===== src/common/mci_settings.svh =====
// MCI subordinate build settings
// Bus widths, SRAM window size, SRAM wait states and the ID constant

`ifndef MCI_SETTINGS_SVH
`define MCI_SETTINGS_SVH

// Request address width in bits
`define MCI_ADDR_W 32

// Data width in bits, one strobe per byte
`define MCI_DATA_W 32

// MCU SRAM window size in kilobytes
`define MCU_SRAM_SIZE_KB 4

// SRAM wait states, legal range 1 to 15
`define MCU_SRAM_WAIT 2

// Read-only identification word
`define MCI_ID_VALUE 32'h4D43_4901

`endif


===== src/common/mci_pkg.sv =====
// MCI shared definitions
// Bus types, memory map, register offsets, SRAM FSM states, byte merge

`include "mci_settings.svh"

package mci_pkg;

    typedef logic [`MCI_ADDR_W-1:0]   mci_addr_t;
    typedef logic [`MCI_DATA_W-1:0]   mci_data_t;
    typedef logic [`MCI_DATA_W/8-1:0] mci_strb_t;

    //////////////////////////////////////////////////
    // Memory map
    //////////////////////////////////////////////////
    localparam int        MCI_REG_OFF_W  = 12;
    localparam mci_addr_t MCI_REG_START  = mci_addr_t'(32'h0000_0000);
    localparam mci_addr_t MCI_REG_END    = MCI_REG_START + mci_addr_t'((1 << MCI_REG_OFF_W) - 1);
    localparam mci_addr_t MCU_SRAM_START = mci_addr_t'(32'h0002_0000);
    localparam mci_addr_t MCU_SRAM_END   = MCU_SRAM_START +
                                           mci_addr_t'(`MCU_SRAM_SIZE_KB * 1024 - 1);

    // SRAM geometry in words
    localparam int MCU_SRAM_DEPTH = `MCU_SRAM_SIZE_KB * 1024 / (`MCI_DATA_W / 8);
    localparam int MCU_SRAM_IDX_W = $clog2(MCU_SRAM_DEPTH);

    // Register offsets inside the register window
    typedef enum logic [MCI_REG_OFF_W-1:0] {
        MCI_REG_ID       = 12'h000,
        MCI_REG_SCRATCH0 = 12'h010,
        MCI_REG_SCRATCH1 = 12'h014,
        MCI_REG_SCRATCH2 = 12'h018,
        MCI_REG_SCRATCH3 = 12'h01C
    } mci_reg_offset_e;

    // SRAM access FSM
    typedef enum logic [1:0] {
        IDLE,
        WAIT,
        DONE
    } mcu_sram_state_e;

    // Replace the strobed bytes of a word
    function automatic mci_data_t mci_byte_merge(mci_data_t cur_val, mci_data_t wr_val,
                                                 mci_strb_t strb);
        mci_data_t merged;
        merged = cur_val;
        for (int b = 0; b < $bits(mci_strb_t); b++) begin
            if (strb[b]) merged[8*b +: 8] = wr_val[8*b +: 8];
        end
        return merged;
    endfunction

endpackage


===== src/rtl/mci_reg.sv =====
// MCI register block
// ID constant and four scratch words, answered in the same cycle
// Flags undefined offsets, ID writes and unaligned addresses

`include "mci_settings.svh"

module mci_reg
    import mci_pkg::*;
(
    input  logic      clk,
    input  logic      rst,

    // Request from the decoder
    input  logic      reg_dv,
    input  mci_addr_t addr,
    input  mci_data_t wdata,
    input  mci_strb_t wstrb,
    input  logic      write,

    // Combinational response
    output mci_data_t reg_rdata,
    output logic      reg_error
);

    logic [MCI_REG_OFF_W-1:0] word_off;
    logic [1:0]               scr_idx;
    logic                     unaligned;
    logic                     id_hit;
    logic                     scr_hit;
    logic                     scr_we;
    mci_data_t                rd_word;
    mci_data_t                scratch [4];

    // Decode on the word offset so byte lanes do not hide a misalignment
    assign word_off  = {addr[MCI_REG_OFF_W-1:2], 2'b00};
    assign scr_idx   = addr[3:2];
    assign unaligned = |addr[1:0];

    //////////////////////////////////////////////////
    // Offset decode and read mux
    //////////////////////////////////////////////////
    always_comb begin
        id_hit  = 1'b0;
        scr_hit = 1'b0;
        rd_word = '0;
        case (word_off)
            MCI_REG_ID: begin
                id_hit  = 1'b1;
                rd_word = `MCI_ID_VALUE;
            end
            MCI_REG_SCRATCH0, MCI_REG_SCRATCH1,
            MCI_REG_SCRATCH2, MCI_REG_SCRATCH3: begin
                scr_hit = 1'b1;
                rd_word = scratch[scr_idx];
            end
            default: begin
                rd_word = '0;
            end
        endcase
    end

    // Undefined offset, unaligned, or write to read-only ID
    assign reg_error = reg_dv & (unaligned | ~(id_hit | scr_hit) | (write & id_hit));

    // No data returned on a failed access
    assign reg_rdata = reg_error ? '0 : rd_word;

    // Faulting writes leave state untouched
    assign scr_we = reg_dv & write & scr_hit & ~reg_error;

    //////////////////////////////////////////////////
    // Scratch storage
    //////////////////////////////////////////////////
    always_ff @(posedge clk) begin
        if (rst) begin
            for (int i = 0; i < 4; i++) scratch[i] <= '0;
        end else if (scr_we) begin
            scratch[scr_idx] <= mci_byte_merge(scratch[scr_idx], wdata, wstrb);
        end
    end

endmodule


===== config.mk =====
export PLATFORM = sky130hd
export DESIGN_NAME = mci_reg
export DESIGN_NICKNAME = d
export VERILOG_FILES = /design/src/common/mci_pkg.sv /design/src/rtl/mci_reg.sv
export VERILOG_INCLUDE_DIRS = /design/src /design/src/common
export SDC_FILE = /design/constraint.sdc
export NUM_CORES = 1
export LEC_CHECK = 0
export CAP_MARGIN = 20
export CORE_MARGIN = 4
export CORE_UTILIZATION = 35
export CTS_CLUSTER_DIAMETER = 100
export DETAILED_ROUTE_END_ITERATION = 7
export DONT_BUFFER_PORTS = 1
export GPL_ROUTABILITY_DRIVEN = 1
export PLACE_DENSITY = 0.48
export SYNTH_ARGS = -nofsm -noshare
export SYNTH_HDL_FRONTEND = slang
export SYNTH_SLANG_ARGS = --single-unit
export TNS_END_PERCENT = 30

===== constraint.sdc =====
create_clock -name clk -period 4.9 [get_ports clk]
set_input_delay 0.735 -clock clk [delete_from_list [all_inputs] [get_ports clk]]
set_output_delay 0.735 -clock clk [all_outputs]
set_load 0.02 [all_outputs]

# ---- Yosys cells after proc, flatten, opt, wreduce, memory -nomap -nowiden
# Memories as Yosys holds them, arrays and structs flattened.
# Index checks and enable logic that the tools add are counted.
dict set report op_classes {
  muxes 24
  bitwise 10
  n_reduce_logical 4
  n_eq_ne 4
}
# op n
set ops {}
lappend ops {{$mux 8} 12}
lappend ops {{$mux 32} 2}
lappend ops {{$pmux 32 s2} 1}
lappend ops {{$eq 10x3->1 const B} 4}
lappend ops {{$reduce_or 32->1} 1}
lappend ops {{$logic_not 12->1} 1}
lappend ops {{$mux 1} 8}
lappend ops {{$and 1x1->1} 5}
lappend ops {{$reduce_or 4->1} 1}
lappend ops {{$or 1x1->1} 3}
lappend ops {{$mux 2} 1}
lappend ops {{$not 1->1} 2}
lappend ops {{$reduce_or 2->1} 1}
dict set report word_totals {
  wordCells 43
  n_memories 1
  ramBits 128
  regBits 0
}
# memory words width rd rd_ports_with_merged_regs wr line
set mem_list {}
lappend mem_list {scratch 4 32 1 0 4 mci_reg.sv:32} ;# mci_data_t scratch [4];

# ---- Depth between registers and ports, before layout
# Gate-level depths: netlist of the first run.
dict set report depth {
  ltp_word 15
  ltp_mapped 6
  ltp_nobuf 3
}

# ---- Worst setup path before layout of the first run
# Ideal clock, no wire load.
dict set report synth_timing {
  path_kind {input to register}
  start {input port addr[8]}
  end {memory scratch[0][0] (netlist bit), enable pin}
  path_slack_ns 0.618
  t_required_ns 4.430
  setup_ns 0.470
  cell_stages 3
  n_path_buf 0
  arrival_time_ns 3.812
  cell_sequence {nor4_4 -> nand4_1 -> o31ai_1}
}
# element line
set synth_lines {}
lappend synth_lines {{start, declared} mci_reg.sv:15} ;# input mci_addr_t addr,
lappend synth_lines {{end, declared} mci_reg.sv:32}

# ---- Final worst setup path of the first run
dict set report layout_timing {
  start {input port addr[7]}
  end {output port reg_rdata[17]}
}
dict set report layout_between {
  elab_chain_cells 9
  word_cells_on_any_way 16
}
# element line
set layout_rtl {}
lappend layout_rtl {{$eq 10x3->1} mci_reg.sv:46} ;# case (word_off)
lappend layout_rtl {{$reduce_or 4->1} mci_reg.sv:46}
lappend layout_rtl {{$mux 1} mci_reg.sv:46}
lappend layout_rtl {{$or 1x1->1} mci_reg.sv:63} ;# assign reg_error = reg_dv & (unaligned | ~(id_hit | scr_hit) | (write & id_hit));
lappend layout_rtl {{$not 1->1} mci_reg.sv:63}
lappend layout_rtl {{$or 1x1->1 (2 in a row)} mci_reg.sv:63}
lappend layout_rtl {{$and 1x1->1} mci_reg.sv:63}
lappend layout_rtl {{$mux 32 *} mci_reg.sv:66} ;# assign reg_rdata = reg_error ? '0 : rd_word;
lappend layout_rtl {{end, declared} mci_reg.sv:21} ;# output mci_data_t reg_rdata,
# Every way passes the cells marked *; elsewhere a longest branch is shown, timed or not.

==> summary.txt, run 1 <==
CTS
  • Post-CTS Resized: 0
  • Clk_lat worst skew: 0.42 ns
  • CTS max path bufs: 2
  • Post-CTS setup buffer count: 0
  • H-tree depth: 4
  • CTS Sinks: 128
  • CTS Hold Bufs: 0
  • Clk pin slew, worst setup/hold paths: 0.06 ns
  • CTS tree: done
  • Total CTS buffers: 17
  • Root Buffer: clkbuf_16

Timing
  • Fin crit share: 72.0%
  • Total Negative Setup Slacks: 0 ns
  • Worst-margin pin slew: 0.996 ns
  • Slew Limit Fails: 0
  • Worst rel slew slack: 33.5%
  • Final-report hold violation count: 0
  • RSZ-0062 raised after global routing: no
  • Final setup fails: 0
  • Clock Skew: 0.00652 ns
  • Max Fclk: 284 MHz
  • Minimum clock period: 3.53 ns

Flow run
  • Max cap viols: 0

Placed design
  • Gp weighted congestion: 0.706
  • Number of port buffers: 0
  • DP Area: 6370 sq um
  • Post-DP HPWL: 9600 microns

Floorplan
  • Die X: 140 microns
  • Placement row count: 48
  • Core area: 17200 sq um
  • Die Ht: 140 microns
  • Top Ports: 105
  • Initial Util: 35.6%
  • Die ar.: 19600 sq um

Pwr
  • Gate power share: 6.2%
  • Sw power: 542 uW
  • Flop pwr share: 49.5%
  • Leakage: 0.00223 uW
  • Pint: 1980 uW
  • Sw Share: 21.5%
  • Pwr per Cell Area: 366 nW/um^2
  • Worst vdd ir: 232 uV
  • Clock share of power: 44.3%

Final layout
  • Fin nets: 497
  • Commonest cells after routing, fill and taps aside: 128 x edfxtp_1, 110 x nor3_1, 35 x nor2_1
  • Final non-filler cell area: 6890 sq um
  • Area grow syn2layout: 12.7%
  • Largest regs: scratch x128
  • Ant diodes: 0
  • Most flops, register: scratch
  • Commonest non-fill, non-tap cell in the layout: edfxtp_1
  • Share of cells above drive strength 1: 18.1%
  • Max reg flops: 128

Routing
  • Routed wire per std cell: 25.3 microns
  • Final WL: 16700 microns
  • Initial DRC Count: 361
  • Avg Vias per Cell: 5.61
  • First-pass iteration count of the detailed router: 4
  • Remaining antenna violation count: 0
  • # DRC: 0
  • Vias: 3715

Setup path
  • Setup CP Type: input pin to primary output
  • Slowest-stage cell, CP: nor3_1
  • Startpoint Class: input pin
  • Crit-path max FO: 8
  • R2R cell count: 3
  • Crit path required time: 4.16 ns
  • Critical path's largest stage delay: 0.74 ns
  • Worst Setup End Kind: primary output
  • CP cell instances: nor3_2 > o211ai_1 > buf_4 > nor3_1
  • Arrival time at the worst endpoint: 2.79 ns

GRT
  • Remaining Overflow, GRT: 0
  • Largest net degree at the start of global routing: 40
  • Vias in the first global route: 4031
  • Total track usage: 17.7%
  • Antenna violations before repair: 0
  • First-pass GRT wire length: 25400 microns

Min path
  • Hold Path Class: input pin to register
  • Hold Path Depth: 1

Logic synthesis
  • Register bit total from synthesis: 128
  • Yosys warnings: 0
  • Top-area cell type share of the netlist area: 62.9%
  • Top cells by area, synth: edfxtp_1 63%, mux4_2 12%, nor3_1 9.0%, mux2i_1 5.2%, nor2b_1 3.2%
  • Synthesized area: 6110 sq um
  • Cell variety after synth: 28
  • Synth async-reset ratio: 0%
  • Main synth FF type: edfxtp_1
  • Syn_nets: 504
  • Seq/Total Area, Yosys: 62.9%
  • Post-synth EDFFs: 128
  • Synth area leader: edfxtp_1
  • Mapped Avg Cell Area: 14.1 sq um
  • Syn Inst Count: 432

Run status
  • Run status: finished, final reports clean
cell usage after synthesis, types with 3 or more instances:
cell,instances
buf_1,6
buf_2,5
buf_6,3
clkbuf_1,25
edfxtp_1,128
mux2i_1,32
mux4_2,32
nand2_1,3
nor2_1,35
nor2b_1,31
nor3_1,110
o21ai_0,3
cell type report:
type | count | area, sq um
Fill cell | 1645 | 10300
Timing Repair Buffer | 14 | 105
Tap cell | 225 | 282
Clock inverter | 11 | 73.8
Inverter | 2 | 7.51
Clock buffer | 20 | 437
Sequential cell | 128 | 3840
Multi-Input combinational cell | 262 | 2140
metrics by stage:
step,worst slack (ns),total power [uW],hold WS [ns],util (%),std cells
6_report,1.37,2520,0.614,40.1,662
2_1_floorplan,0.618,1410,0.815,-,432
3_3_place_gp,1.39,1430,0.854,37.1,630
5_1_grt,1.17,2610,0.594,40.1,662
3_5_place_dp,1.29,1430,0.873,37.1,630
4_1_cts,1.30,2550,0.594,40.1,661
final timing paths:
| check | startpoint | to | slack [ns] |
|---|---|---|---|
| worst min-delay path | addr[3] | scratch[0][10] | 0.61 |
| worst max register to register | scratch[3][0] | scratch[0][0] | 3.28 |
| worst max-delay path | addr[7] | reg_rdata[17] | 1.37 |
| worst min register to register | scratch[0][7] | scratch[3][7] | 0.88 |
worst max-delay path, delay by kind of cell:
family	cells	cell delay [ns]
buf+inv	1	0.30
simple gates	2	1.30
compound gates	1	0.45
cell families (layout without fill, tap and decap cells):
family | after synthesis | after routing | share of synthesized area (%)
simple gates | 189 | 189 | 15.9
flops | 128 | 128 | 62.9
mux | 64 | 64 | 17.0
buf+inv | 42 | 47 | 3.11
compound gates | 9 | 9 | 1.02
metal layers:
metal / up-vias / GRT usage, % / part of all wire, %
li1: 1666 / - / -
met1: 1876 / 23.0 / 40
met2: 165 / 29.0 / 50
met3: 8 / 4.78 / 9.2
met4: 0 / 5.76 / 0.67
met5: - / 0 / 0
power groups by stage:
| stage | Sequential, uW | Clock (uW) | Combinational, uW |
|---|---|---|---|
| 6_report | 1250 | 1120 | 157 |
| 5_1_grt | 1250 | 1190 | 171 |
| 4_1_cts | 1250 | 1140 | 160 |
| 3_5_place_dp | 1270 | 0 | 159 |
| 3_3_place_gp | 1270 | 0 | 158 |
| 2_1_floorplan | 1270 | 0 | 136 |
(Power assumes the default switching activity.)
==> run 2, diff against run 1 <==
- ABC_AREA: default -> 1
- PLACE_DENSITY: 0.48 -> 0.5
- clock period: 4.9 -> 2.9 ns (I/O delays scaled with it)
==> run 2 against run 1 <==
First-iteration DRC count rose by 20%; die area rose by 3.4%; count of clock-buffer cells in the layout rose by 1; critical path type unchanged; critical endpoint is now reg_rdata[14]; largest cell class unchanged.
==> summary.txt, run 2 <==
Logic synthesis
  • Synthesized area: 6340 sq um (+3.7%)
  • Top-area cell type share of the netlist area: 60.7% (-2.2 points)
  • Register bit total from synthesis: 128 (unchanged)
  • Synth area leader: edfxtp_1
  • Top cells by area, synth: edfxtp_1 61%, nand2_1 12%, nor2_1 8.1%, nand3_1 5.2%, nand4_1 3.2%
  • Cell variety after synth: 20 (-29%)
  • Post-synth EDFFs: 128 (unchanged)
  • Syn_nets: 785 (+56%)
  • Top post-synthesis cells by count: 205 x nand2_1, 136 x nor2_1, 128 x edfxtp_1, 66 x nand3_1, 40 x inv_1
  • Synth async-reset ratio: 0% (unchanged)
  • Seq/Total Area, Yosys: 60.7% (-2.2 points)
  • Yosys warnings: 0 (unchanged)
  • Mapped Avg Cell Area: 8.89 sq um (-37%)
  • Main synth FF type: edfxtp_1
  • Count leader, synth: nand2_1
  • Syn Inst Count: 713 (+65%)

Pwr
  • Flop pwr share: 49.4% (about the same)
  • Worst vdd ir: 287 uV (+24%)
  • Pint: 3320 uW (+68%)
  • Gate power share: 6.5% (+0.3 points)
  • Sw Share: 22.1% (+0.67 points)
  • Clock share of power: 44.1% (-0.2 points)
  • Pwr Total: 4260 uW (+69%)
  • Sw power: 944 uW (+74%)
  • Pwr per Cell Area: 584 nW/um^2 (+60%)
  • Leakage: 0.00303 uW (+36%)

Routing
  • # DRC: 0 (unchanged)
  • Avg Vias per Cell: 5.21 (-7.1%)
  • WL met2: 9070 microns (+7.3%)
  • Vias: 5023 (+35%)
  • Routed wire per std cell: 18.8 microns (-26%)
  • WL met1: 7680 microns (+16%)
  • Initial DRC Count: 433 (+20%)
  • First-pass iteration count of the detailed router: 5 (+1)
  • Top layer in use: met4
  • Remaining antenna violation count: 0 (unchanged)
  • Routed met3 length: 1040 microns (-32%)
  • Final WL: 18100 microns (+8.1%)

Final layout
  • Largest regs: scratch x128
  • Commonest non-fill, non-tap cell in the layout: nand2_1
  • Area grow syn2layout: 15.2%
  • Max reg flops: 128 (unchanged)
  • Commonest cells after routing, fill and taps aside: 205 x nand2_1, 136 x nor2_1, 128 x edfxtp_1
  • Fillers: 1791 (+8.9%)
  • Ant diodes: 0 (unchanged)
  • Util after Layout: 41.6% (+1.5 points)
  • Most flops, register: scratch
  • Share of cells above drive strength 1: 10.8% (-7.3 points)
  • Fin nets: 800 (+61%)

Run status
  • Run status: finished, final reports clean

Timing
  • Clock Skew: 0.00677 ns (+0.000247 ns)
  • Worst rel slew slack: 66.3% (+33 points)
  • Max Fclk: 441 MHz
  • Slew Limit Fails: 0 (unchanged)
  • RSZ-0062 raised after global routing: no
  • Final-report hold violation count: 0 (unchanged)
  • Worst-margin pin slew: 0.503 ns (-0.493 ns)
  • Minimum clock period: 2.27 ns
  • Fin crit share: 78.2%
  • Final setup fails: 0 (unchanged)

Setup path
  • Startpoint Class: input pin
  • Crit path required time: 2.47 ns (-1.69 ns)
  • Buf+Inv Stages, Crit Path: 2 (+1)
  • CP cell instances: nor2_1 > nand2_1 > nor2_2 > inv_2 > a21oi_1 > nand3_1 > nand2_1 > inv_1 > nor2_1
  • Worst Setup End Kind: primary output
  • Arrival time at the worst endpoint: 1.83 ns (-0.96 ns)
  • Setup CP Type: input pin to primary output
  • Slowest-stage cell, CP: nor2_1
  • Critical path's top delay family: simple AND/OR/NAND/NOR gates
  • Crit-path max FO: 12 (+4)
  • Critical path's largest stage delay: 0.47 ns (-0.27 ns)

CTS
  • Clk pin slew, worst setup/hold paths: 0.05 ns (about the same)
  • CTS tree: done
  • CTS Sinks: 128 (unchanged)
  • CTS Hold Bufs: 0 (unchanged)
  • Total CTS buffers: 17 (unchanged)
  • Root Buffer: clkbuf_16
  • CTS max path bufs: 2 (unchanged)
  • H-tree depth: 4 (unchanged)
  • Clk_lat worst skew: 0.41 ns (about the same)
  • Post-CTS Resized: 0 (unchanged)
  • Post-CTS setup buffer count: 0 (unchanged)

Floorplan
  • Die X: 143 microns (+1.7%)
  • Top Ports: 105 (unchanged)
  • Die ar.: 20300 sq um (+3.4%)
  • Core area: 17500 sq um (+2.1%)
  • Initial Util: 36.1% (+0.55 points)
  • Die Ht: 143 microns (+1.7%)
  • Placement row count: 48 (unchanged)

GRT
  • Total track usage: 18.4% (+0.74 points)
  • First-pass GRT wire length: 28400 microns (+12%)
  • Antenna violations before repair: 0 (unchanged)
  • Remaining Overflow, GRT: 0 (unchanged)
  • Vias in the first global route: 5065 (+26%)
  • Largest net degree at the start of global routing: 71 (+78%)

Placed design
  • Gp weighted congestion: 0.747 (+5.9%)
  • Post-DP HPWL: 10500 microns (+9.0%)
  • Number of port buffers: 0 (unchanged)

Min path
  • Hold Path Class: input pin to register

Flow run
  • Max cap viols: 0 (unchanged)
run 2: logic make-up (layout without fill, tap and decap cells):
group,after synthesis,after routing,synth area share [%]
AND/OR/NAND/NOR,444,444,29.1
flip-flops,128,128,60.7
buffers and inverters,93,119,6.18
AO/OA/AOI/OAI,48,48,4.03
run 2: power by group through the flow:
stage / Sequential, uW / Combinational, uW / Clock, uW
2_1_floorplan: 2140 / 207 / 0
3_3_place_gp: 2140 / 278 / 0
3_5_place_dp: 2140 / 280 / 0
4_1_cts: 2110 / 281 / 1920
5_1_grt: 2110 / 311 / 2000
6_report: 2110 / 277 / 1880
run 2: path summary, 6_finish.rpt:
kind / start / end / slack (ns) / depth (start not counted)
hold / removal: wstrb[2] / scratch[3][16] / 0.42 / 3
hold reg to reg: scratch[2][16] / scratch[3][16] / 0.97 / 6
setup / recovery: addr[9] / reg_rdata[14] / 0.63 / 9
setup reg to reg: scratch[0][30] / scratch[0][30] / 1.48 / 7
run 2: worst reg2reg max path, stage by stage (launching register included):
cell and delay (ns):
edfxtp_1 0.35, or2_2 0.28, nand3_1 0.07, nand2_1 0.09
nand2_1 0.07, nand2_1 0.05, nand4_1 0.17, nor2_1 0.07
run 2: area by class of cell:
cell class / instances / area [sq um] / share of cell area, %
clock buffer: 21 / 440 / 6.04
clock inverter: 9 / 70.1 / 0.960
inverter: 45 / 169 / 2.31
multi-input combinational: 492 / 2140 / 29.3
sequential: 128 / 3840 / 52.7
tap: 225 / 282 / 3.86
timing repair buffer: 44 / 355 / 4.87
run 2: metrics by stage:
stage,setup TNS [ns],hold WS [ns],worst slack [ns],std cells,cell area [sq um]
6_report,0,0.424,0.632,964,7300
5_1_grt,0,0.432,0.498,964,7300
4_1_cts,0,0.408,0.616,964,7300
3_5_place_dp,0,0.849,0.569,934,6790
3_3_place_gp,0,0.837,0.579,934,6790
2_1_floorplan,-40.49,0.834,-0.316,713,6340
run 2: per-layer routing:
layer	vias up	track usage (%)
met3	21	3.63
met2	151	31.4
li1	2427	-
met5	-	0
met4	0	6.55
met1	2424	23.4
